===== config.mk =====
export PLATFORM = sky130hd
export DESIGN_NAME = csr_pipe
export DESIGN_NICKNAME = d
export VERILOG_FILES = /design/src/common/back_end_pkg.sv /design/src/rtl/csr_pipe.sv
export SDC_FILE = /design/constraint.sdc
export NUM_CORES = 1
export LEC_CHECK = 0
export BUFFER_PORTS_ARGS = -buffer_cell sky130_fd_sc_hd__buf_2
export CAP_MARGIN = 10
export CORE_AREA = 4 4 188 154
export DETAILED_ROUTE_END_ITERATION = 16
export DIE_AREA = 0 0 192 158
export GPL_TIMING_DRIVEN = 0
export PLACE_DENSITY_LB_ADDON = 0.3
export SYNTH_ARGS = -nofsm -noshare
export SYNTH_HDL_FRONTEND = slang
export SYNTH_SLANG_ARGS = --single-unit

===== constraint.sdc =====
create_clock -name clk -period 9.8 [get_ports clk]
set_input_delay 0.49 -clock clk [delete_from_list [all_inputs] [get_ports clk]]
set_output_delay 0.49 -clock clk [all_outputs]
set_load 0.005 [all_outputs]

===== src/common/back_end_pkg.sv =====
`default_nettype none

package back_end_pkg;

	localparam int DATA_W = 32;
	localparam int REG_ADDR_W = 5;
	localparam int NUM_REGS = 2 ** REG_ADDR_W;
	localparam int CSR_ADDR_W = 2;
	localparam int NUM_CSRS = 2 ** CSR_ADDR_W;
	localparam int MAX_WARPS = 8;

	// Ceiling log2, at least one bit
	function automatic int log2(input int value);
		int width;
		width = 1;
		while ((2 ** width) < value) begin
			width = width + 1;
		end
		return width;
	endfunction

	localparam int WARP_PORT_W = log2(MAX_WARPS);

	typedef logic [WARP_PORT_W-1:0] warp_t;

	typedef enum logic [3:0] {
		OP_ADD   = 4'd0,
		OP_SUB   = 4'd1,
		OP_AND   = 4'd2,
		OP_OR    = 4'd3,
		OP_XOR   = 4'd4,
		OP_SLT   = 4'd5,
		OP_BEQ   = 4'd6,
		OP_BNE   = 4'd7,
		OP_JAL   = 4'd8,
		OP_LW    = 4'd9,
		OP_SW    = 4'd10,
		OP_CSRRW = 4'd11
	} op_e;

	typedef enum logic [1:0] {
		UNIT_EXEC = 2'd0,
		UNIT_LSU  = 2'd1,
		UNIT_CSR  = 2'd2
	} unit_e;

	typedef struct packed {
		logic                  valid;
		warp_t                 warp;
		logic [DATA_W-1:0]     pc;
		op_e                   op;
		logic [REG_ADDR_W-1:0] rd;
		logic [REG_ADDR_W-1:0] rs1;
		logic [REG_ADDR_W-1:0] rs2;
		logic [DATA_W-1:0]     imm;
		logic [CSR_ADDR_W-1:0] csr_addr;
	} issue_req_t;

	typedef struct packed {
		logic                  valid;
		warp_t                 warp;
		logic [DATA_W-1:0]     pc;
		op_e                   op;
		logic [REG_ADDR_W-1:0] rd;
		logic [DATA_W-1:0]     rs1_data;
		logic [DATA_W-1:0]     rs2_data;
		logic [DATA_W-1:0]     imm;
		logic [CSR_ADDR_W-1:0] csr_addr;
	} unit_req_t;

	typedef struct packed {
		logic                  valid;
		warp_t                 warp;
		logic [REG_ADDR_W-1:0] rd;
		logic [DATA_W-1:0]     data;
	} wb_t;

	typedef struct packed {
		logic              valid;
		warp_t             warp;
		logic              taken;
		logic [DATA_W-1:0] dest;
	} branch_rsp_t;

	typedef struct packed {
		logic              valid;
		warp_t             warp;
		logic [DATA_W-1:0] dest;
	} jal_rsp_t;

	typedef struct packed {
		logic              valid;
		logic              write;
		logic [DATA_W-1:0] addr;
		logic [DATA_W-1:0] data;
	} dcache_req_t;

	typedef struct packed {
		logic              valid;
		logic [DATA_W-1:0] data;
	} dcache_rsp_t;

endpackage

`default_nettype wire


===== src/rtl/csr_pipe.sv =====
`timescale 1ns/100ps
`default_nettype none

module csr_pipe (
	input  wire                      clk,
	input  wire                      reset,
	input  back_end_pkg::unit_req_t  csr_req,
	input  wire                      no_slot_csr,
	output back_end_pkg::wb_t        csr_wb,
	output logic                     stall_gpr_csr
);

	logic [back_end_pkg::DATA_W-1:0] csr_regs [back_end_pkg::NUM_CSRS];
	back_end_pkg::wb_t               stage_q;

	assign stall_gpr_csr = stage_q.valid || csr_wb.valid;

	// Swap on dispatch, old value goes down the pipe
	always_ff @(posedge clk) begin
		if (reset) begin
			for (int i = 0; i < back_end_pkg::NUM_CSRS; i++) begin
				csr_regs[i] <= '0;
			end
			stage_q.valid <= 1'b0;
		end else begin
			stage_q <= '{valid: csr_req.valid, warp: csr_req.warp, rd: csr_req.rd,
				data: csr_regs[csr_req.csr_addr]};
			if (csr_req.valid)
				csr_regs[csr_req.csr_addr] <= csr_req.rs1_data;
		end
	end

	always_ff @(posedge clk) begin
		if (reset) begin
			csr_wb.valid <= 1'b0;
		end else if (!(csr_wb.valid && no_slot_csr)) begin
			csr_wb <= stage_q;
		end
	end

endmodule

`default_nettype wire


* Yosys cells after proc, flatten, opt, wreduce, memory -nomap -nowiden
Memories as Yosys holds them, arrays and structs flattened. A register that Yosys moved wholly into a read port is not among the register bits.
Cells that the tools add are included.
** Cells by class
- Mux-type cells :: 8
- Bitwise logic cells :: 2
- Reduce and logical (&&, ||, !) cells :: 5
** Operator list (count)
- two-way mux 32 bit :: 1
- OR reduction 32 bit :: 1
- two-way mux 1 bit :: 6
- two-way mux 2 bit :: 1
- inverter 1 bit :: 2
- AND reduction 2 bit :: 1
- logical AND 1 bit :: 1
- logical NOT 1 bit :: 1
- logical OR 1 bit :: 1
** Word-level totals
- Bits in registers :: 50
- RAM bits :: 128
- Input bits :: 146
- Output and inout bits :: 42
- Logic and storage cells :: 23
- Memories :: 1
** Memories
- csr_regs :: depth 4, width 32, rd ports 1, clocked after memory_dff 1, wr ports 4, RTL line csr_pipe.sv:13 : logic [back_end_pkg::DATA_W-1:0] csr_regs [back_end_pkg::NUM_CSRS];

* Longest topological paths before layout
- Depth after elaboration :: 5
- Gate-level depth with buffers :: 5
- Gate-level depth less buffers :: 2

* Worst setup path after synthesis
Ideal clock, no wire load.
- Path kind :: input to register
- From :: input csr_req[0] in the netlist's numbering
- To :: memory csr_regs[0][0] in the netlist's numbering (enable)
- Setup time :: 0.466 ns
- Arrival :: 3.289 ns
- Data required time :: 9.334 ns
- Slack :: 6.045 ns
- Cell stages on the path :: 4
- Buffers on the path :: 2
- Cell sequence :: buf_6 or2_1 buf_2 o21ai_0
** RTL lines
- start: declaration :: RTL line csr_pipe.sv:7 : input back_end_pkg::unit_req_t csr_req,
- end: declaration :: RTL line csr_pipe.sv:13

==> results.md <==
* Area leader, netlist: edfxtp_1
* Largest net degree at the start of global routing at 27
* Final setup viols at 0
* GRT overflow at 0
* Ports at 188
* Max Cap Viol at 0
* GRT Overall Usage at 11.0%
* Power Dens Cells at 208 mW/mm^2
* Row cnt at 54
* Sequential fraction of the synthesis area at 78.4%
* CTS Root Cell: clkbuf_16
* Place WS at 6.98 ns
* Chip width at 192 um
* Final hold vios at 0
* GPL Wtd Cong at 0.699
* Synthesis Warnings at 0
* Filler cell count at 2,524
* Worst hold stages at 1
* TritonCTS clock tree: yes
* Min cycle time layout at 2.22 ns
* Non-filler cells, final at 939
* Initial core utilization at 29.7%
* Clock power frac at 40.1%
* Top cells by area, synth: edfxtp_1, mux4_2, nor2_1
* Clock Sinks at 210
* Asr flop ratio synth at 0%
* CP peak stage delay at 0.51 ns
* Most common library cells after synthesis: edfxtp_1, nor2_1, inv_1, nand3b_1, mux4_2
* Fmax at 451 MHz
* Critical path data arrival time at 2.43 ns
* Required time of the critical path at 10.01 ns
* Most common cell in the netlist: edfxtp_1
* Net Sw Frac at 21.2%
* CORE AREA at 0.0270 sq mm
* Clock Latency Late Sink at 0.52 ns
* Final period util at 22.6%
* Die H at 158 um
* Dpl cells at 898
* Drt first pass iters at 5
* Via count at 4,055
* Post-synthesis cell count at 444
* Synth top area share at 77.9%
* Antenna-violating nets left at 0
* Fraction of layout cells with a size suffix above 1 at 31.1%
* Switching power at 432 uW
* Mapped Avg Cell Area at 18.1 sq um
* Leak at 0.00364 uW
* Hold Crit Class: input port to flop
* Area delta synth->final at 22.3%
* Int Power at 1610 uW
* Sequential Area at 0.00629 sq mm
* Buf/Inv on CP at 5
* Worst hold-check slack at 0.164 ns
* CTS Buf Count at 23
* Startpoint types: input port
* CTS-repair resized insts at 0
* DR WL/cell at 18.0 um
* Seq pwr share at 53.2%
* Starting DRT DRC Count at 275
* HPWL after detailed placement at 10.8 mm
* Vias in the first global route at 4,392
* Worst r2r path cells at 2
* Actual slew at the worst max-slew pin at 0.837 ns
* N_diodes at 0
* Crit. path cell count at 6
* Status: finished, final reports clean
* DRC violations left at 0
* VDD IR max at 0.104 mV
* Initial antenna violation count at 1
* Max FO, Critical Path at 26
* Synth Flop Type: edfxtp_1
* Critical path class: input port to flop
* Global-route wire length before repair at 25.2 mm
* Setup Fix Bufs, Post-CTS at 0
* Slew Limit Fails at 0
* Clock skew at 0.00938 ns
* Synth Register Bits at 210
* Slew Limit Headroom at 44.0%
* IO buf count at 84
* Hold buffer count at cts at 0
* CTS H-tree lvls at 1
* Combinational Power Share at 6.6%
* Fin Setup TNS at 0 ns
* WL final at 16.9 mm
* Distinct cells, synth at 20
* Nets at 705
* CP endpoint kind: flop
* Multi-input logic area at 0.00145 sq mm
* Final WS setup at 7.58 ns
* Die area at 0.0303 sq mm
* Clk buf depth at 3
* Synth Net Count at 590
* Synthesized area at 0.00802 sq mm
* Critical-path cell list: buf_2 -> clkbuf_1 -> inv_2 -> buf_12 -> nand2_2 -> buf_12
* Slowest CP cell: clkbuf_1
* Most frequent CP cell: buf_12
* Vias per std cell at 4.32
* Clk pin slew, worst setup/hold paths at 0.06 ns
* RSZ-0062 raised after global routing: no
* EDFF count, synth at 208
* Largest delay share family, worst path: buffers and inverters
==> flip-flops by register name (all words and copies together) (netlist names) <==
signal	cells
csr_regs	128
csr_wb	41
stage_q	41
==> layer usage <==
metal | vias up | track usage (%) | wire length (um)
met2 | 111 | 18.5 | 8120
met1 | 2030 | 14.3 | 7320
li1 | 1880 | - | -
met3 | 32 | 2.60 | 1010
met4 | 2 | 3.19 | 404
met5 | - | 0 | 13
==> final timing paths <==
| kind | startpoint | end | slack, ns |
|---|---|---|---|
| worst min-delay path | csr_req[99] | stage_q[33] | 0.16 |
| worst max-delay path | reset | csr_regs[3][10] | 7.58 |
| worst min register to register | stage_q[22] | csr_wb[22] | 0.42 |
| worst max register to register | csr_wb[40] | csr_wb[37] | 8.22 |
==> logic make-up (layout without fill, tap and decap cells) <==
kind of cell           Yosys count  count (layout)  share of synthesized area, %
buffers and inverters           61             192                          4.09
muxes                           32              32                          9.13
DFF                            210             210                          78.4
AOI/OAI and AO/OA                5               5                         0.312
and+or+nand+nor                136             136                          8.04
==> power by group through the flow <==
stage                     combinational [uW]  clock [uW]  sequential [uW]
after global placement                   126           0             1110
final                                    135         818             1090
after CTS                                140         841             1090
after floorplan                         72.9           0             1100
after detailed placement                 140           0             1110
after global routing                     148         878             1090
==> layout make-up <==
cell class,count,area share [%]
flip-flops and latches,210,64.1
multi-input cells,173,14.8
clock buffers,33,6.46
repair buffers,90,5.82
well taps,364,4.65
plain buffers,27,2.04
inverters,34,1.30
clock inverters,8,0.804
==> stage by stage <==
stage | cell area, sq um | power [uW] | util [%]
2_1_floorplan | 8020 | 1180 | -
3_3_place_gp | 8890 | 1230 | 33.0
3_5_place_dp | 9090 | 1250 | 33.7
4_1_cts | 9800 | 2070 | 36.4
5_1_grt | 9800 | 2120 | 36.4
6_report | 9800 | 2040 | 36.4
==> cells in the final DEF (no fill, tap or decap), types with 2 or more instances in the layout <==
cell	Yosys	final
edfxtp_1	208	208
buf_2	15	99
nor2_1	97	97
inv_1	34	33
nand3b_1	32	32
mux4_2	29	29
clkbuf_16	0	23
clkbuf_1	4	12
buf_12	3	5
buf_6	4	4
buf_16	0	4
mux4_1	3	3
o21ai_4	0	3
clkinv_1	0	3
nand2b_1	2	2
clkinv_2	0	2
clkbuf_8	0	2
dfxtp_1	2	2
Power figures use the tool's default switching activity.
