## config.mk

```make
export PLATFORM = sky130hd
export DESIGN_NAME = lsu
export DESIGN_NICKNAME = d
export VERILOG_FILES = /design/src/common/back_end_pkg.sv /design/src/rtl/lsu.sv
export SDC_FILE = /design/constraint.sdc
export NUM_CORES = 1
export LEC_CHECK = 0
export BUFFER_PORTS_ARGS = -buffer_cell sky130_fd_sc_hd__buf_4
export CORE_MARGIN = 10
export CORE_UTILIZATION = 40
export DETAILED_ROUTE_END_ITERATION = 10
export GPL_ROUTABILITY_DRIVEN = 0
export PLACE_DENSITY = 0.73
export RECOVER_POWER = 100
export SYNTH_ARGS = -nofsm -noshare
export SYNTH_HDL_FRONTEND = slang
export SYNTH_SLANG_ARGS = --single-unit
```

## constraint.sdc

```tcl
create_clock -name clk -period 13.66 [get_ports clk]
set_clock_uncertainty 0.05 [all_clocks]
set_input_delay 3.415 -clock clk [delete_from_list [all_inputs] [get_ports clk]]
set_output_delay 3.415 -clock clk [all_outputs]
set_load 0.1 [all_outputs]
```

## src/common/back_end_pkg.sv

```systemverilog
`default_nettype none

package back_end_pkg;

	localparam int DATA_W = 32;
	localparam int REG_ADDR_W = 5;
	localparam int NUM_REGS = 2 ** REG_ADDR_W;
	localparam int CSR_ADDR_W = 2;
	localparam int NUM_CSRS = 2 ** CSR_ADDR_W;
	localparam int MAX_WARPS = 8;

	// Ceiling log2, at least one bit
	function automatic int log2(input int value);
		int width;
		width = 1;
		while ((2 ** width) < value) begin
			width = width + 1;
		end
		return width;
	endfunction

	localparam int WARP_PORT_W = log2(MAX_WARPS);

	typedef logic [WARP_PORT_W-1:0] warp_t;

	typedef enum logic [3:0] {
		OP_ADD   = 4'd0,
		OP_SUB   = 4'd1,
		OP_AND   = 4'd2,
		OP_OR    = 4'd3,
		OP_XOR   = 4'd4,
		OP_SLT   = 4'd5,
		OP_BEQ   = 4'd6,
		OP_BNE   = 4'd7,
		OP_JAL   = 4'd8,
		OP_LW    = 4'd9,
		OP_SW    = 4'd10,
		OP_CSRRW = 4'd11
	} op_e;

	typedef enum logic [1:0] {
		UNIT_EXEC = 2'd0,
		UNIT_LSU  = 2'd1,
		UNIT_CSR  = 2'd2
	} unit_e;

	typedef struct packed {
		logic                  valid;
		warp_t                 warp;
		logic [DATA_W-1:0]     pc;
		op_e                   op;
		logic [REG_ADDR_W-1:0] rd;
		logic [REG_ADDR_W-1:0] rs1;
		logic [REG_ADDR_W-1:0] rs2;
		logic [DATA_W-1:0]     imm;
		logic [CSR_ADDR_W-1:0] csr_addr;
	} issue_req_t;

	typedef struct packed {
		logic                  valid;
		warp_t                 warp;
		logic [DATA_W-1:0]     pc;
		op_e                   op;
		logic [REG_ADDR_W-1:0] rd;
		logic [DATA_W-1:0]     rs1_data;
		logic [DATA_W-1:0]     rs2_data;
		logic [DATA_W-1:0]     imm;
		logic [CSR_ADDR_W-1:0] csr_addr;
	} unit_req_t;

	typedef struct packed {
		logic                  valid;
		warp_t                 warp;
		logic [REG_ADDR_W-1:0] rd;
		logic [DATA_W-1:0]     data;
	} wb_t;

	typedef struct packed {
		logic              valid;
		warp_t             warp;
		logic              taken;
		logic [DATA_W-1:0] dest;
	} branch_rsp_t;

	typedef struct packed {
		logic              valid;
		warp_t             warp;
		logic [DATA_W-1:0] dest;
	} jal_rsp_t;

	typedef struct packed {
		logic              valid;
		logic              write;
		logic [DATA_W-1:0] addr;
		logic [DATA_W-1:0] data;
	} dcache_req_t;

	typedef struct packed {
		logic              valid;
		logic [DATA_W-1:0] data;
	} dcache_rsp_t;

endpackage

`default_nettype wire

```

## src/rtl/lsu.sv

```systemverilog
`timescale 1ns/100ps
`default_nettype none

module lsu (
	input  wire                        clk,
	input  wire                        reset,
	input  back_end_pkg::unit_req_t    lsu_req,
	input  back_end_pkg::dcache_rsp_t  dcache_rsp,
	input  wire                        no_slot_mem,
	output back_end_pkg::dcache_req_t  dcache_req,
	output back_end_pkg::wb_t          mem_wb,
	output logic                       mem_delay
);

	typedef enum logic [1:0] {
		IDLE,
		WAIT_RSP,
		HOLD_WB
	} state_e;

	state_e                                state_q;
	logic                                  write_q;
	back_end_pkg::warp_t                   warp_q;
	logic [back_end_pkg::REG_ADDR_W-1:0]   rd_q;
	logic [back_end_pkg::DATA_W-1:0]       data_q;

	assign mem_delay = state_q != IDLE;

	assign mem_wb = '{valid: state_q == HOLD_WB, warp: warp_q, rd: rd_q, data: data_q};

	always_ff @(posedge clk) begin
		if (reset) begin
			state_q          <= IDLE;
			dcache_req.valid <= 1'b0;
		end else begin
			// Request is a single-cycle strobe
			dcache_req.valid <= 1'b0;
			case (state_q)
				IDLE: begin
					if (lsu_req.valid) begin
						dcache_req <= '{valid: 1'b1,
							write: lsu_req.op == back_end_pkg::OP_SW,
							addr: lsu_req.rs1_data + lsu_req.imm, data: lsu_req.rs2_data};
						write_q <= lsu_req.op == back_end_pkg::OP_SW;
						warp_q  <= lsu_req.warp;
						rd_q    <= lsu_req.rd;
						state_q <= WAIT_RSP;
					end
				end
				WAIT_RSP: begin
					if (dcache_rsp.valid) begin
						data_q  <= dcache_rsp.data;
						// Stores complete here with no writeback
						state_q <= write_q ? IDLE : HOLD_WB;
					end
				end
				HOLD_WB: begin
					if (!no_slot_mem)
						state_q <= IDLE;
				end
				default: state_q <= IDLE;
			endcase
		end
	end

endmodule

`default_nettype wire

```

# Yosys cells after proc, flatten, opt, wreduce, memory -nomap -nowiden

Cells that the tools add are included.

Add/sub/neg operators: 1
Reductions and logical operators: 6
Equality and inequality tests: 6
Order comparisons: 0
Multipliers: 0
Mux-type cells: 6
Bitwise operators: 2
Div/mod/pow operators: 0
Shift-type cells: 0

Operators by type and width:

| cell                                                             | number |
|---|---|
| 66-bit two-way mux                                               | 1 |
| 32-bit adder                                                     | 1 |
| 3-bit AND reduction                                              | 3 |
| 2-bit two-way mux                                                | 4 |
| 2-bit inequality test (second input constant)                    | 3 |
| 2-bit case mux with 3 select lines                               | 1 |
| 4-bit == test (second input constant)                            | 1 |
| 2-bit by 1-bit == test with 1-bit output (second input constant) | 1 |
| 2-bit == test (second input constant)                            | 1 |
| 2-bit zero test                                                  | 1 |
| 1-bit NOT                                                        | 2 |
| 2-bit nonzero test                                               | 1 |
| 2-bit OR reduction                                               | 1 |

Bits in latches: 0
Memory bits (read-only): 0
Bits in registers: 108
Output and inout port bits: 108
Memory bits (writable): 0
Word-level logic and storage cells: 29
Memories: 0

# Depth between registers and ports, before layout

Gate-level depths: netlist (run 1).

Depth in word-level cells: 3
Mapped depth: 9

# Least setup slack after synthesis (run 1)

Ideal clock, no wire load.

Path kind: in2reg
Start point: input port reset
End point: register dcache_req[0] (netlist bit), enable pin
Data arrival time: 11051 ps
Stages: 1
Buffers on the path: 0
Setup slack: 1846 ps
Setup time: 713 ps
Cell sequence: nor4b_1

Word-level cells in the longest chain between the ends: 2

RTL lines:

| what                                 | line      | RTL |
|---|---|---|
| from (decl)                          | lsu.sv:6  | `input wire reset,` |
| 1-bit NOT (no source line)           | n/a       |  |
| 3-bit AND reduction (no source line) | n/a       |  |
| to (signal assigned)                 | lsu.sv:41 | `dcache_req <= '{valid: 1'b1,` |
| to (decl)                            | lsu.sv:10 | `output back_end_pkg::dcache_req_t dcache_req,` |

Every way passes these cells.
A chain may end at the register's enable or synchronous reset.

# Worst setup path after layout (run 1)

Start point: input port lsu_req[2] (netlist bit)
End point: register dcache_req[60] (netlist bit) (data pin)

Word-level cells in the longest chain between the ends: 1

RTL lines:

| what         | line      | RTL |
|---|---|---|
| from (decl)  | lsu.sv:7  | `input back_end_pkg::unit_req_t lsu_req,` |
| 32-bit adder | lsu.sv:43 | `addr: lsu_req.rs1_data + lsu_req.imm, data: lsu_req.rs2_data};` |

Every way passes these cells.

==> results of run 1 <==
## area by class of cell
class / count / area [µm²]
Tap cell: 172 / 215
Antenna cell: 1 / 2.50
Multi-Input combinational cell: 248 / 1720
Timing Repair Buffer: 255 / 1490
Inverter: 14 / 52.6
Sequential cell: 108 / 3210
Fill cell: 1214 / 5630
Clock buffer: 9 / 225
Clock inverter: 7 / 71.3
## power by group through the flow
stage / logic, mW / registers, mW / clock network, mW
2_1_floorplan: 0.0875 / 0.503 / 0
3_3_place_gp: 0.261 / 0.398 / 0
3_5_place_dp: 0.266 / 0.399 / 0
4_1_cts: 0.266 / 0.392 / 0.258
5_1_grt: 0.262 / 0.393 / 0.271
6_report: 0.246 / 0.392 / 0.251
## registers in the layout, summed over array words and instances, names as in the netlist
signal and count:
dcache_req 65, write_q 1, warp_q 3, state_q 2
rd_q 5, data_q 32
## cell usage in the layout, fill, tap and decap left out, types with 18 or more instances in the layout
master    netlist  routed
buf_4           3      65
edfxtp_1      105     105
o21ai_0        13      18
clkbuf_4        0      77
nand2_1        25      25
a21oi_1        37      38
ha_1           31      31
clkbuf_1        5     113
nor2_1         19      19
xnor2_1        20      20
## layer usage
metal,GRT usage [%],vias up,wire (µm)
met5,0,-,15
met4,5.68,2,285
met3,5.15,20,1190
met2,29.0,205,7800
met1,19.2,1924,6390
li1,-,1976,-
## kinds of logic (layout without fill, tap and decap cells)
kind of cell               Yosys count  after routing  share of synthesized area [%]
and+or+nand+nor                     82             82                           7.95
other                                0              1                              0
xor gates and xnor gates            28             28                           4.77
DFF                                108            108                           62.5
adders and majority gates           32             32                           7.93
buffers and inverters               26            285                           2.33
AOI/OAI and AO/OA                  106            106                           14.6
## worst max-delay path, cell delays in order
cell and delay (ns):
clkbuf_4 0.11, ha_1 0.22, fa_1 0.41, a21oi_1 0.20, o21ai_0 0.19, a21o_1 0.25
a221oi_1 0.65, a21oi_1 0.26, a221oi_1 0.39, xnor2_1 0.11
## final timing paths
check | to | slack (ns)
worst min-delay path | dcache_req[65] | 0.49
worst min register to register | dcache_req[65] | 0.49
worst max-delay path | dcache_req[60] | 7.49
worst max register to register | dcache_req[57] | 10.67
==> impl_results.md, run 1 <==
- Status: finished with violations
- Failing checks: capacitance limit, slew limit
- Worst skew pair latency: 0.33 ns
- Design Area, Final: 0.00699 mm²
- Pre-CTS WS: 7.68 ns
- DR vias: 4127
- Core ar.: 0.0126 mm²
- Postcts setup bufs: 0
- Post-synth EDFFs: 105
- Routed WL: 15700 µm
- CTS clk-pin slew, worst paths: 0.07 ns
- Number of port buffers: 252
- Clock share of power: 28.3%
- Share of cells above drive strength 1: 25.4%
- Max-slew violations: 106
- Fin nets: 847
- Clock H-tree levels: 3
- Worst Hold Class: reg -> reg
- Mean Syn Cell Area: 13.5 µm²
- FF-to-FF Start: state_q[1]
- Synth Register Bits: 108
- Overall die height: 133 µm
- Unrepaired setup endpoints after global routing: no
- Final Cycle Share: 45.2%
- Synth area leader: edfxtp_1
- Switching fraction of total power: 34.5%
- Grt ovf: 0
- FP Rows: 41
- Cts hold-fix bufs: 0
- Pwr Density: 127 mW/mm²
- Switch Pwr: 0.306 mW
- Die X: 133 µm
- Yosys cell types: 51
- Register share of total power: 44.1%
- Dpl cells: 797
- Min-delay src: state_q[0]
- Synth warn: 0
- Fmax achieved: 162 MHz
- Count leader, synth: edfxtp_1
- Fin cells: 814
- Setup TNS: 0 ns
- I/O pins: 287
- CTS resizes: 0
- Clock tree buffer depth: 2
- Vias per cell: 5.07
- CTS tree: built
- P_leak: 2.71 nW
- Overall routing resource usage: 16.8%
- Hold Path Stages: 1
- Drt first-iter violations: 306
- TritonRoute pass-1 iters: 5
- Residual DRC: 0
- Final hold violations: 0
- Worst relative slew slack: -56.2%
- Full die area: 0.0178 mm²
- Slew @ Worst Pin: 2.34 ns
- Most used DFF post-synth: edfxtp_1
- Post-synth top cells: 105 x edfxtp_1, 37 x a21oi_1, 31 x ha_1
- Critical Path Sink Type: flip-flop
- Critical path arrival: 6.21 ns
- Syn-to-layout area delta: 35.9%
- Post-synth top area share: 61.3%
- Setup crit start kind: primary input
- CTS Buf Count: 9
- Synthesized netlist cell count: 382
- Setup violators final: 0
- Hpwl dp: 13100 µm
- Sequential-to-total area share from yosys stat: 62.5%
- Worst VDD drop: 52.0 µV
- Initial antenna violation count: 2
- Initial core utilization: 40.8%
- Vias in the first global route: 4321
- Period minus WS final: 6.17 ns
- Comb pwr share: 27.7%
- Internal power: 0.582 mW
- Mapped Area: 0.00514 mm²
- Setup WS post-layout: 7.49 ns
- Worst-case reg-to-reg path depth: 2
- Max_cap viols: 3
- Largest net degree at the start of global routing: 44
- Asr flop ratio synth: 0%
- CTS Root Cell: clkbuf_16
- Total design power: 0.888 mW
- DRT antenna net count: 0
- Crit-path max FO: 4
- Dpl cell area: 0.00722 mm²
- Clock sink count: 108
- Critical path launch point: lsu_req[2]
- Routed len/inst: 19.3 µm
- Synth area leaders: edfxtp_1 61%, ha_1 7.5%, a21oi_1 3.6%
- Worst EP required: 13.69 ns
- Final hold slack: 0.488 ns
- Worst setup path class: in -> reg
- Syn_nets: 593
- Final Util: 55.4%
- First-pass GRT wire length: 23600 µm
No activity file was read; power rests on OpenSTA's default activity.
==> run 2: changes to the inputs <==
--- a/config.mk
+++ b/config.mk
@@ -10,7 +10,7 @@
 export CORE_UTILIZATION = 40
 export DETAILED_ROUTE_END_ITERATION = 10
 export GPL_ROUTABILITY_DRIVEN = 0
-export PLACE_DENSITY = 0.73
+export PLACE_DENSITY = 0.76
 export RECOVER_POWER = 100
 export SYNTH_ARGS = -nofsm -noshare
 export SYNTH_HDL_FRONTEND = slang
==> constraint.sdc (replaced) <==
create_clock -name clk -period 5.1 [get_ports clk]
set_clock_uncertainty 0.05 [all_clocks]
set_input_delay 1.275 -clock clk [delete_from_list [all_inputs] [get_ports clk]]
set_output_delay 1.275 -clock clk [all_outputs]
set_load 0.1 [all_outputs]
==> impl_results.md, run 2 (synthesized netlist as in run 1, its figures left out) <==
- Syn-to-layout area delta: 36.1% (about the same)
- CTS Buf Count: 9 (unchanged)
- Clock sink count: 108 (unchanged)
- Critical Path Sink Type: flip-flop
- Status: finished with violations
- P_leak: 2.72 nW (+0.34%)
- CTS Root Cell: clkbuf_16
- Final hold violations: 0 (unchanged)
- Unrepaired setup endpoints after global routing: no
- Routed WL: 15600 µm (-0.52%)
- Overall routing resource usage: 16.6% (-0.14 points)
- Worst skew pair latency: 0.34 ns (about the same)
- Full die area: 0.0178 mm² (unchanged)
- Comb pwr share: 27.2% (-0.5 points)
- Routed len/inst: 19.2 µm (-0.40%)
- Largest net degree at the start of global routing: 40 (-9.1%)
- First-pass GRT wire length: 23500 µm (-0.67%)
- Core ar.: 0.0126 mm² (unchanged)
- Fmax achieved: 252 MHz
- Final Cycle Share: 78.0%
- CTS tree: built
- Initial antenna violation count: 0 (-2)
- Cts hold-fix bufs: 0 (unchanged)
- Setup violators final: 0 (unchanged)
- Worst Hold Class: reg -> reg
- FP Rows: 41 (unchanged)
- TritonRoute pass-1 iters: 4 (-1)
- Switching fraction of total power: 33.6% (-0.86 points)
- Drt first-iter violations: 251 (-18%)
- Number of port buffers: 252 (unchanged)
- Share of cells above drive strength 1: 25.4% (unchanged)
- DRT antenna net count: 0 (unchanged)
- Worst relative slew slack: -43.8% (+12 points)
- Top flop regs: dcache_req (65), data_q (32), rd_q (5)
- Fin cells: 813 (-0.12%)
- Overall die height: 133 µm (unchanged)
- Pwr Density: 345 mW/mm² (+170%)
- Max_cap viols: 3 (unchanged)
- Residual DRC: 0 (unchanged)
- DR vias: 4049 (-1.9%)
- Die X: 133 µm (unchanged)
- Pre-CTS WS: 1.27 ns (-6.41 ns)
- Setup WS post-layout: 1.12 ns (-6.36 ns)
- Switch Pwr: 0.812 mW (+170%)
- Setup TNS: 0 ns (unchanged)
- Worst VDD drop: 147 µV (+180%)
- Internal power: 1.60 mW (+180%)
- Max-slew violations: 108 (+1.9%)
- Biggest register: dcache_req
- Final hold slack: 0.489 ns (+0.00116 ns)
- CTS clk-pin slew, worst paths: 0.07 ns (about the same)
- Vias per cell: 4.98 (-1.8%)
- Critical path arrival: 4.02 ns (-2.19 ns)
- Grt ovf: 0 (unchanged)
- Clock tree buffer depth: 2 (unchanged)
- Hpwl dp: 13000 µm (-0.76%)
- Max reg flops: 65 (unchanged)
- Vias in the first global route: 4197 (-2.9%)
- Dpl cells: 797 (unchanged)
- Most frequent cells in the layout: 113 x clkbuf_1, 105 x edfxtp_1, 77 x clkbuf_4
- Crit-path max FO: 4 (unchanged)
- Worst EP required: 5.14 ns (-8.55 ns)
- Failing checks: capacitance limit, slew limit
- Period minus WS final: 3.98 ns
- Fin nets: 847 (unchanged)
- Diodes inserted: 0 (-1)
- Worst setup path class: in -> reg
- CTS resizes: 0 (unchanged)
- Clock H-tree levels: 3 (unchanged)
- Clock share of power: 29.4% (+1.1 points)
- Slew @ Worst Pin: 2.16 ns (-0.185 ns)
- Register share of total power: 43.4% (-0.7 points)
- Most common cell after layout, fill and taps aside: clkbuf_1
- Initial core utilization: 40.8% (unchanged)
- Postcts setup bufs: 0 (unchanged)
- I/O pins: 287 (unchanged)
- Setup crit start kind: primary input
==> run 2: critical path, stage by stage <==
cell and delay, ns:
clkbuf_4 0.11, ha_1 0.21, fa_1 0.40, a21oi_1 0.22
o21ai_0 0.19, a21o_1 0.26, a221oi_1 0.63, a21oi_1 0.23
a221oi_1 0.38, xnor2_1 0.10
==> run 2: final cells by class <==
cell class	instances	area, µm²
Sequential cell	108	3210
Clock inverter	7	80.1
Fill cell	1190	5620
Multi-Input combinational cell	248	1720
Inverter	14	52.6
Tap cell	172	215
Clock buffer	9	225
Timing Repair Buffer	255	1490
==> run 2: metal layers <==
metal | wire length, µm | vias up | global-route usage (%)
met1 | 6260 | 1870 | 18.6
met2 | 8030 | 193 | 30.0
met4 | 202 | 0 | 4.66
li1 | - | 1972 | -
met3 | 1110 | 14 | 4.85
met5 | 0 | - | 0
==> run 2: power by group through the flow <==
stage | Sequential [mW] | Combinational, mW | Clock (mW)
floorplan | 1.34 | 0.235 | 0
global placement | 1.07 | 0.701 | 0
detailed placement | 1.07 | 0.711 | 0
CTS | 1.05 | 0.713 | 0.728
global route | 1.05 | 0.701 | 0.761
finish | 1.05 | 0.658 | 0.710
==> run 2: metrics by stage <==
| stage | utilization, % | instance area (µm²) | total power [mW] |
|---|---|---|---|
| final | 55.5 | 7000 | 2.42 |
| after detailed placement | 57.3 | 7230 | 1.78 |
| after global placement | 57.3 | 7230 | 1.77 |
| after floorplan | - | 5160 | 1.58 |
| after global routing | 55.5 | 7000 | 2.51 |
| after CTS | 59.7 | 7530 | 2.49 |
==> run 2: path summary, 6_finish.rpt <==
path	end	start	cells after the start	slack, ns
worst max-delay path	dcache_req[60]	lsu_req[2]	10	1.12
worst max register to register	dcache_req[40]	state_q[1]	2	2.23
worst min-delay path	dcache_req[65]	state_q[0]	1	0.49
worst min register to register	dcache_req[65]	state_q[0]	1	0.49
