### src/common/back_end_pkg.sv
`default_nettype none

package back_end_pkg;

	localparam int DATA_W = 32;
	localparam int REG_ADDR_W = 5;
	localparam int NUM_REGS = 2 ** REG_ADDR_W;
	localparam int CSR_ADDR_W = 2;
	localparam int NUM_CSRS = 2 ** CSR_ADDR_W;
	localparam int MAX_WARPS = 8;

	// Ceiling log2, at least one bit
	function automatic int log2(input int value);
		int width;
		width = 1;
		while ((2 ** width) < value) begin
			width = width + 1;
		end
		return width;
	endfunction

	localparam int WARP_PORT_W = log2(MAX_WARPS);

	typedef logic [WARP_PORT_W-1:0] warp_t;

	typedef enum logic [3:0] {
		OP_ADD   = 4'd0,
		OP_SUB   = 4'd1,
		OP_AND   = 4'd2,
		OP_OR    = 4'd3,
		OP_XOR   = 4'd4,
		OP_SLT   = 4'd5,
		OP_BEQ   = 4'd6,
		OP_BNE   = 4'd7,
		OP_JAL   = 4'd8,
		OP_LW    = 4'd9,
		OP_SW    = 4'd10,
		OP_CSRRW = 4'd11
	} op_e;

	typedef enum logic [1:0] {
		UNIT_EXEC = 2'd0,
		UNIT_LSU  = 2'd1,
		UNIT_CSR  = 2'd2
	} unit_e;

	typedef struct packed {
		logic                  valid;
		warp_t                 warp;
		logic [DATA_W-1:0]     pc;
		op_e                   op;
		logic [REG_ADDR_W-1:0] rd;
		logic [REG_ADDR_W-1:0] rs1;
		logic [REG_ADDR_W-1:0] rs2;
		logic [DATA_W-1:0]     imm;
		logic [CSR_ADDR_W-1:0] csr_addr;
	} issue_req_t;

	typedef struct packed {
		logic                  valid;
		warp_t                 warp;
		logic [DATA_W-1:0]     pc;
		op_e                   op;
		logic [REG_ADDR_W-1:0] rd;
		logic [DATA_W-1:0]     rs1_data;
		logic [DATA_W-1:0]     rs2_data;
		logic [DATA_W-1:0]     imm;
		logic [CSR_ADDR_W-1:0] csr_addr;
	} unit_req_t;

	typedef struct packed {
		logic                  valid;
		warp_t                 warp;
		logic [REG_ADDR_W-1:0] rd;
		logic [DATA_W-1:0]     data;
	} wb_t;

	typedef struct packed {
		logic              valid;
		warp_t             warp;
		logic              taken;
		logic [DATA_W-1:0] dest;
	} branch_rsp_t;

	typedef struct packed {
		logic              valid;
		warp_t             warp;
		logic [DATA_W-1:0] dest;
	} jal_rsp_t;

	typedef struct packed {
		logic              valid;
		logic              write;
		logic [DATA_W-1:0] addr;
		logic [DATA_W-1:0] data;
	} dcache_req_t;

	typedef struct packed {
		logic              valid;
		logic [DATA_W-1:0] data;
	} dcache_rsp_t;

endpackage

`default_nettype wire

### src/rtl/writeback.sv
`timescale 1ns/100ps
`default_nettype none

module writeback (
	input  wire                clk,
	input  wire                reset,
	input  back_end_pkg::wb_t  mem_wb,
	input  back_end_pkg::wb_t  exec_wb,
	input  back_end_pkg::wb_t  csr_wb,
	output back_end_pkg::wb_t  writeback_out,
	output logic               no_slot_mem,
	output logic               no_slot_exec,
	output logic               no_slot_csr
);

	logic [2:0]        valid_vec;
	logic [2:0]        grant;
	back_end_pkg::wb_t selected;

	// Bit 0 wins, so lsu has top priority
	assign valid_vec = {csr_wb.valid, exec_wb.valid, mem_wb.valid};
	assign grant     = valid_vec & (~valid_vec + 3'd1);

	assign no_slot_mem  = valid_vec[0] && !grant[0];
	assign no_slot_exec = valid_vec[1] && !grant[1];
	assign no_slot_csr  = valid_vec[2] && !grant[2];

	always_comb begin
		selected = '0;
		if (grant[0])
			selected = mem_wb;
		else if (grant[1])
			selected = exec_wb;
		else if (grant[2])
			selected = csr_wb;
	end

	always_ff @(posedge clk) begin
		if (reset)
			writeback_out.valid <= 1'b0;
		else
			writeback_out <= selected;
	end

endmodule

`default_nettype wire

### config.mk
export PLATFORM = sky130hd
export DESIGN_NAME = writeback
export DESIGN_NICKNAME = d
export VERILOG_FILES = /design/src/common/back_end_pkg.sv /design/src/rtl/writeback.sv
export SDC_FILE = /design/constraint.sdc
export NUM_CORES = 1
export LEC_CHECK = 0
export BUFFER_PORTS_ARGS = -buffer_cell sky130_fd_sc_hd__buf_4
export CORE_AREA = 3 3 108 58
export DETAILED_ROUTE_END_ITERATION = 8
export DIE_AREA = 0 0 111 61
export PLACE_DENSITY = 0.85
export SLEW_MARGIN = 20
export SYNTH_ARGS = -nofsm -noshare
export SYNTH_HDL_FRONTEND = slang
export SYNTH_SLANG_ARGS = --single-unit
### constraint.sdc
create_clock -name clk -period 2.7 [get_ports clk]
set_input_delay 0.405 -clock clk [delete_from_list [all_inputs] [get_ports clk]]
set_output_delay 0.405 -clock clk [all_outputs]
set_load 0.1 [all_outputs]
# --- Word-level counts from Yosys, hierarchy flattened ---
# Index checks and enable logic that the tools add are counted.
word_totals:
  in_bits: 125
  mem_bits_rw: 0
  output_inout_bits: 44
  latch_bits: 0
  n_memories: 0
  elab_cells: 16
  rom_bits: 0
  register_bits: 41
op_classes:
  eq_ne: 0
  n_div: 0
  addsub: 1
  reduce_logical: 6
  bitwise_logic: 2
  n_mul: 0
  muxes: 3
  magnitude_cmp: 0
  shift: 0
ops:
  columns: ["operator", "n"]
  rows:
  - ["41-bit 2-to-1 mux", 3]
  - ["3-bit by 1-bit adder with 3-bit output (second input constant)", 1]
  - ["3-bit bitwise AND", 1]
  - ["1-bit logical AND", 3]
  - ["1-bit logical NOT", 3]
  - ["3-bit NOT", 1]

# --- Longest topological paths before layout ---
# Gate-level depths: netlist of the first run.
logic_depth:
  ltp_word: 6
  depth_mapped: 4
  ltp_nobuf: 2

# --- Worst setup path after synthesis of the first run ---
# No wires, ideal clock.
synth_timing:
  path_kind: "input-to-output"
  startpoint: "input port csr_wb[40] (netlist bit)"
  endpoint: "output port no_slot_csr"
  n_path_buf: 2
  setup_slack_ns: 0.844
  arrival_time_ns: 1.451
  path_stages: 3
  required_ns: 2.295
  cell_sequence: "buf_2 buf_2 o21a_1"
synth_between:
  elab_chain_len: 5
synth_rtl:
  columns: ["item", "line_no", "source"]
  rows:
  - ["start, declared", "writeback.sv:9", "input back_end_pkg::wb_t csr_wb,"]
  - ["3-bit NOT", "writeback.sv:22", "assign grant = valid_vec & (~valid_vec + 3'd1);"]
  - ["3-bit by 1-bit adder with 3-bit output", "writeback.sv:22", null]
  - ["3-bit bitwise AND", "writeback.sv:22", null]
  - ["1-bit logical NOT", "writeback.sv:26", "assign no_slot_csr = valid_vec[2] && !grant[2];"]
  - ["1-bit logical AND (*)", "writeback.sv:26", null]
  - ["end, declared", "writeback.sv:13", "output logic no_slot_csr"]
# Every way passes the cells marked *; elsewhere a longest branch is shown, timed or not.

# --- Worst setup path after layout of the first run ---
layout_timing:
  startpoint: "input port exec_wb[40] (netlist bit)"
  endpoint: "output port no_slot_exec"
layout_between:
  elab_chain_len: 5
layout_rtl:
  columns: ["item", "line_no", "source"]
  rows:
  - ["start, declared", "writeback.sv:8", "input back_end_pkg::wb_t exec_wb,"]
  - ["3-bit NOT", "writeback.sv:22", null]
  - ["3-bit by 1-bit adder with 3-bit output", "writeback.sv:22", null]
  - ["3-bit bitwise AND", "writeback.sv:22", null]
  - ["1-bit logical NOT", "writeback.sv:25", "assign no_slot_exec = valid_vec[1] && !grant[1];"]
  - ["1-bit logical AND (*)", "writeback.sv:25", null]
  - ["end, declared", "writeback.sv:12", "output logic no_slot_exec,"]
# Marked as above.

==> run_results.csv, run 1 <==
group,metric,value,unit
route,drc,0,
critical_path,crit_path_end,"no_slot_exec",
sta,period_share,68.9,%
logic_synthesis,syn_inst,231,
min_path,hp-class,"in2reg",
die,fp-row-count,19,
power,switching_share,39.1,%
layout,fill_cells,418,
clocking,ctsResizeCount,0,
layout,layout.nets,507,
placement,gp_congestion,0.714,
route,num_vias,2329,
grt,grt_max_degree,84,
layout,final_common_cell,"buf_4",
critical_path,worstSetupEndpointType,"output port",
power,p_leak,1.55,nW
placement,io_buffers,167,
critical_path,worst_ep_required_time,2.30,ns
layout,antenna-diode-count,0,
grt,grt_pass1_vias,2150,
route,drt_iter0_markers,162,
sta,hold_slack,0.273,ns
die,start_util,44.5,%
route,topRoutingLayerUsed,"met4",
grt,grt_pass1_wl,10200,um
route,routedWlPerCell,15.6,um
route,ant_nets,0,
logic_synthesis,yosys.area_share.simple,23.6,%
logic_synthesis,syn-num-nets,356,
route,wl_met1,2490,um
logic_synthesis,syn_area_per_cell,10.4,um^2
power,p_int,1.29,mW
sta,finalCriticalPeriod,1.86,ns
critical_path,arrival,1.45,ns
die,dieArea,6770,um^2
sta,drv_slew,0,
logic_synthesis,synth_top_family_by_area,"simple AND/OR/NAND/NOR gates",
logic_synthesis,yosysWarnings,0,
route,wl,7110,um
grt,antenna_found_initial,0,
die,core,5400,um^2
layout,reg_top3,"writeback_out: 41 flops",
logic_synthesis,synthAdderAreaFrac,0,%
clocking,cts_buffers,5,
power,p_clk_share,22.6,%
logic_synthesis,synthTopCellsByArea,"edfxtp_1 (50%), a21oi_1 (15%), nand3b_1 (13%)",
flow_run,drv_cap,0,
sta,fin_setup_tns,0,ns
clocking,cts.sinks,41,
die,num_io_pins,169,
route,drtPass1Iterations,5,
sta,rsz0062_at_grt,"no",
power,seqPwrFrac,37.1,%
grt,grt_overflow,0,
layout,syn_to_final_growth,54.0,%
layout,largest_register_ffs,41,
clocking,post_cts_buffers,0,
critical_path,critPathKind,"in2out",
power,p_per_area,574,nW/um^2
clocking,clockRootBuffer,"clkbuf_8",
power,combinationalPowerShare,40.4,%
logic_synthesis,synth_top_area_share,50.0,%
layout,mostFrequentLayoutCells,"buf_4 (168), a21oi_1 (70), nand3b_1 (40), nor2b_1 (40), edfxtp_1 (40)",
power,peakVddDrop,0.000332,V
run_status,status,"finished, final reports clean",
route,wl_met3,304,um
power,power_switching,0.830,mW
die,die-width,111,um
critical_path,startpoint,"exec_wb[40]",
power,fin_total_pwr,2.12,mW
clocking,ctsHoldBuffers,0,
logic_synthesis,synth_cell_types,16,
critical_path,startpoint_type,"input port",
sta,timing.fmax,538,MHz
layout,utilization,68.5,%
sta,timing.slew.headroom,54.5,%
layout,largest_register,"writeback_out",
logic_synthesis,synth_seq_area_share,50.9,%
route,routed-wl-met2,4230,um
logic_synthesis,synth-seq-cells,41,
clocking,clk_pin_slew,0.08,ns
clocking,cts-htree-levels,2,
logic_synthesis,synth_top_cell_by_area,"edfxtp_1",
sta,hold_violations,0,
grt,grtUsageTotal,19.0,%
route,vias_per_cell,5.11,
logic_synthesis,synthMuxAreaShare,0,%
critical_path,crit_fanout,83,
logic_synthesis,synth_compound_area_share,18.6,%
clocking,cts_tree,"yes",
die,fp.dieH,61,um
logic_synthesis,syn_area,2400,um^2
sta,worst_slew_pin_slew,0.682,ns
sta,setup_viol,0,
clocking,clockBufferDepth,2,
layout,drive_gt1_share,48.0,%
logic_synthesis,synthXorXnorAreaFrac,0,%
==> Yosys cell counts, drive strengths merged <==
cell type  instances
a21oi             80
and2               1
buf               22
clkbuf             2
conb               1
dfxtp              1
edfxtp            40
inv                1
nand3b            40
nor2               1
nor2b             40
nor3               1
o21a               1
==> how the worst min path moves through the flow <==
stage | start | to | slack, ns | cells after the start
2_1_floorplan | reset | writeback_out[40]$_SDFF_PP0_ | 0.48 | 1
3_3_place_gp | reset | writeback_out[40]$_SDFF_PP0_ | 0.57 | 2
3_5_place_dp | reset | writeback_out[40]$_SDFF_PP0_ | 0.58 | 2
4_1_cts | reset | writeback_out[40]$_SDFF_PP0_ | 0.27 | 2
5_1_grt | reset | writeback_out[40]$_SDFF_PP0_ | 0.27 | 2
6_report | reset | writeback_out[40]$_SDFF_PP0_ | 0.27 | 2
==> metrics by stage <==
step                cells  area, um^2  setup slack [ns]
detailed placement    448        3590             0.856
finish                456        3700             0.841
CTS                   456        3700             0.855
global placement      448        3590             0.897
global route          456        3700             0.778
floorplan             231        2400             0.844
==> metal layers <==
metal	GRT usage [%]	vias to the layer above
met5	0	-
met4	4.74	0
met3	4.08	11
met2	40.3	68
met1	19.9	1113
li1	-	1137
==> area by class of cell <==
| cell class | instances | area, um^2 | share of cell area, % |
|---|---|---|---|
| clock inverters | 2 | 33.8 | 0.913 |
| clock buffers | 6 | 72.6 | 1.96 |
| well taps | 73 | 91.3 | 2.47 |
| multi-input cells | 165 | 1010 | 27.4 |
| inverters | 1 | 3.75 | 0.101 |
| repair buffers | 168 | 1260 | 34.1 |
| flip-flops and latches | 41 | 1220 | 33.0 |
==> power groups by stage <==
stage	Combinational, mW	Sequential, mW	Clock (mW)
after floorplan	0.167	1.24	0
final	0.857	0.787	0.479
after detailed placement	0.858	0.802	0
after CTS	0.858	0.788	0.488
after global placement	0.845	0.800	0
after global routing	0.889	0.793	0.518
==> worst max-delay path, cell delays in order <==
cell,delay (ns)
buf_4,0.53
and2_1,0.22
buf_4,0.28
==> logic make-up after synthesis <==
| logic type | count (synthesis) |
|---|---|
| AO/OA/AOI/OAI | 81 |
| buffers and inverters | 25 |
| flip-flops | 41 |
| other | 1 |
| AND/OR/NAND/NOR | 83 |
Power figures use the tool's default switching activity.
==> run 2: changes to the inputs <==
Settings changed: ABC_AREA set to 1, CORE_AREA 3 3 108 58 to 3 3 115 62, DIE_AREA 0 0 111 61 to 0 0 118 65, PLACE_DENSITY 0.85 to 0.75.
Clock period 2.7 ns to 1.6 ns, I/O delays scaled along.
==> run_results.csv, run 2 <==
group,metric,value,unit
die,fp.dieH,65,um
die,core,6080,um^2
flow_run,drv_cap,0,
logic_synthesis,synthMuxAreaShare,0,%
clocking,clockRootBuffer,"clkbuf_16",
die,fp-row-count,20,
critical_path,crit_fanout,25,
min_path,min_to,"writeback_out[40]$_SDFF_PP0_",
critical_path,cp_slowest_cell,"buf_4",
critical_path,cpMostUsedCell,"buf_4",
clocking,cts-htree-levels,2,
logic_synthesis,async_flop_share,0,%
logic_synthesis,synthTopCellsByArea,"edfxtp_1 (55%), nand3_1 (28%), nand2_1 (7.1%)",
logic_synthesis,synth_top_family_by_area,"simple AND/OR/NAND/NOR gates",
sta,rsz0062_at_grt,"no",
sta,fin_setup_tns,0,ns
grt,grt_pass1_vias,2473,
clocking,ctsResizeCount,0,
logic_synthesis,synth_cell_types,14,
layout,syn_to_final_growth,63.9,%
grt,grt_max_degree,41,
sta,drv_slew,0,
placement,io_buffers,167,
route,drtPass1Iterations,4,
critical_path,startpoint,"exec_wb[40]",
logic_synthesis,yosys_most_used_dff,"edfxtp_1",
min_path,hp-start,"reset",
critical_path,worstSetupEndpointType,"output port",
logic_synthesis,synth_enable_flop_cells,40,
sta,hold_slack,0.124,ns
grt,antenna_found_initial,0,
logic_synthesis,syn_area,2180,um^2
placement,dpl.hpwl,5880,um
logic_synthesis,synth_seq_area_share,56.0,%
min_path,hp-class,"in2reg",
run_status,status,"finished, final reports clean",
route,wl,7610,um
sta,finalCriticalPeriod,1.27,ns
logic_synthesis,synthAdderAreaFrac,0,%
clocking,ctsHoldBuffers,0,
power,p_per_area,1030,nW/um^2
die,die-width,118,um
critical_path,cp.buffers_inverters,2,
clocking,cts_tree,"yes",
route,ant_nets,0,
layout,mostFrequentLayoutCells,"buf_4 (174), nand3_1 (120), nand2_1 (41)",
sta,period_share,79.1,%
grt,grt_overflow,0,
logic_synthesis,yosysWarnings,0,
die,start_util,35.9,%
layout,layout.nets,516,
critical_path,worst_ep_required_time,1.36,ns
min_path,hold_depth,2,
sta,timing.slew.headroom,54.5,%
grt,use_met2,38.2,%
route,vias_per_cell,5.05,
critical_path,startpoint_type,"input port",
route,drt_iter0_markers,147,
logic_synthesis,syn_inst,234,
layout,antenna-diode-count,0,
sta,setup_viol,0,
grt,use_met1,21.0,%
clocking,clk_pin_slew,0.06,ns
clocking,cts.sinks,41,
layout,largest_register,"writeback_out",
route,routedWlPerCell,15.9,um
critical_path,path_delay_family,"buffers and inverters",
layout,final_common_cell,"buf_4",
logic_synthesis,synth_top_area_share,55.1,%
clocking,cts_buffers,5,
critical_path,critPathKind,"in2out",
layout,largest_register_ffs,41,
logic_synthesis,yosys.area_share.simple,35.7,%
route,num_vias,2420,
critical_path,cp_cell_sequence,"buf_4 > nor2_8 > nor2_2 > buf_4",
placement,gp_congestion,0.888,
logic_synthesis,synth_top_cell_by_area,"edfxtp_1",
critical_path,arrival,1.03,ns
clocking,post_cts_buffers,0,
clocking,clockBufferDepth,2,
critical_path,slowest_delay,0.29,ns
logic_synthesis,synthXorXnorAreaFrac,0,%
power,peakVddDrop,0.000439,V
sta,worst_slew_pin_slew,0.681,ns
power,p_leak,1.67,nW
layout,fill_cells,521,
layout,drive_gt1_share,46.5,%
die,dieArea,7670,um^2
logic_synthesis,syn-num-nets,359,
sta,timing.fmax,790,MHz
grt,grtUsageTotal,19.2,%
route,drc,0,
logic_synthesis,synth-seq-cells,41,
logic_synthesis,synth_compound_area_share,0.229,%
logic_synthesis,syn_area_per_cell,9.32,um^2
grt,top_usage_layer,"met2",
logic_synthesis,synth.most_common_cell,"nand3_1",
layout,reg_top3,"writeback_out: 41 flops",
die,num_io_pins,169,
grt,grt_use_met3,3.31,%
grt,grt_pass1_wl,11900,um
sta,hold_violations,0,
logic_synthesis,synth_commonest_cells,"nand3_1 (120), nand2_1 (41), edfxtp_1 (40)",
run 2: cell count changes after synthesis, sizes merged, moves of 3 or more:
| cell | change |
|---|---|
| nand2 | +41 |
| a21oi | -79 |
| inv | +3 |
| nand3 | +120 |
| nand3b | -40 |
| nor2b | -40 |
run 2: stage by stage:
step | util (%) | total power, mW | worst slack, ns | area [um^2] | instances
final | 58.8 | 3.67 | 0.334 | 3570 | 479
after detailed placement | 56.6 | 2.77 | 0.138 | 3440 | 472
after CTS | 58.8 | 3.69 | 0.341 | 3570 | 479
after floorplan | - | 2.33 | 0.0220 | 2180 | 234
after global placement | 56.6 | 2.74 | 0.211 | 3440 | 472
after global routing | 58.8 | 3.79 | 0.261 | 3570 | 479
run 2: kinds of logic after synthesis:
| group | Yosys count |
|---|---|
| AND/OR/NAND/NOR | 163 |
| other | 1 |
| flip-flops | 41 |
| buffers and inverters | 28 |
| AO/OA/AOI/OAI | 1 |
run 2: area by class of cell:
cell class | instances | area (um^2) | area share, %
Clock buffer | 6 | 129 | 3.61
Clock inverter | 1 | 3.75 | 0.105
Inverter | 4 | 15.0 | 0.420
Multi-Input combinational cell | 165 | 790 | 22.1
Sequential cell | 41 | 1220 | 34.2
Tap cell | 88 | 110 | 3.08
Timing Repair Buffer | 174 | 1310 | 36.5
run 2: worst max-delay path by stage:
stage | slack, ns | to | depth (start not counted)
6_report | 0.33 | no_slot_csr | 4
5_1_grt | 0.26 | writeback_out[8]$_DFFE_PN_ | 4
4_1_cts | 0.34 | no_slot_csr | 4
3_5_place_dp | 0.14 | writeback_out[8]$_DFFE_PN_ | 4
3_3_place_gp | 0.21 | writeback_out[7]$_DFFE_PN_ | 4
2_1_floorplan | 0.02 | no_slot_csr | 4
run 2: metal layers:
layer,vias up,share of wire (%)
met5,-,0
met4,0,2.6
met3,18,4.4
met2,96,57
met1,1157,36
li1,1149,-
run 2: report_power, final:
| group | switching [mW] | total [mW] | internal [mW] |
|---|---|---|---|
| registers | 0.0285 | 1.33 | 1.30 |
| clock network | 0.363 | 0.927 | 0.564 |
| logic | 1.02 | 1.41 | 0.387 |
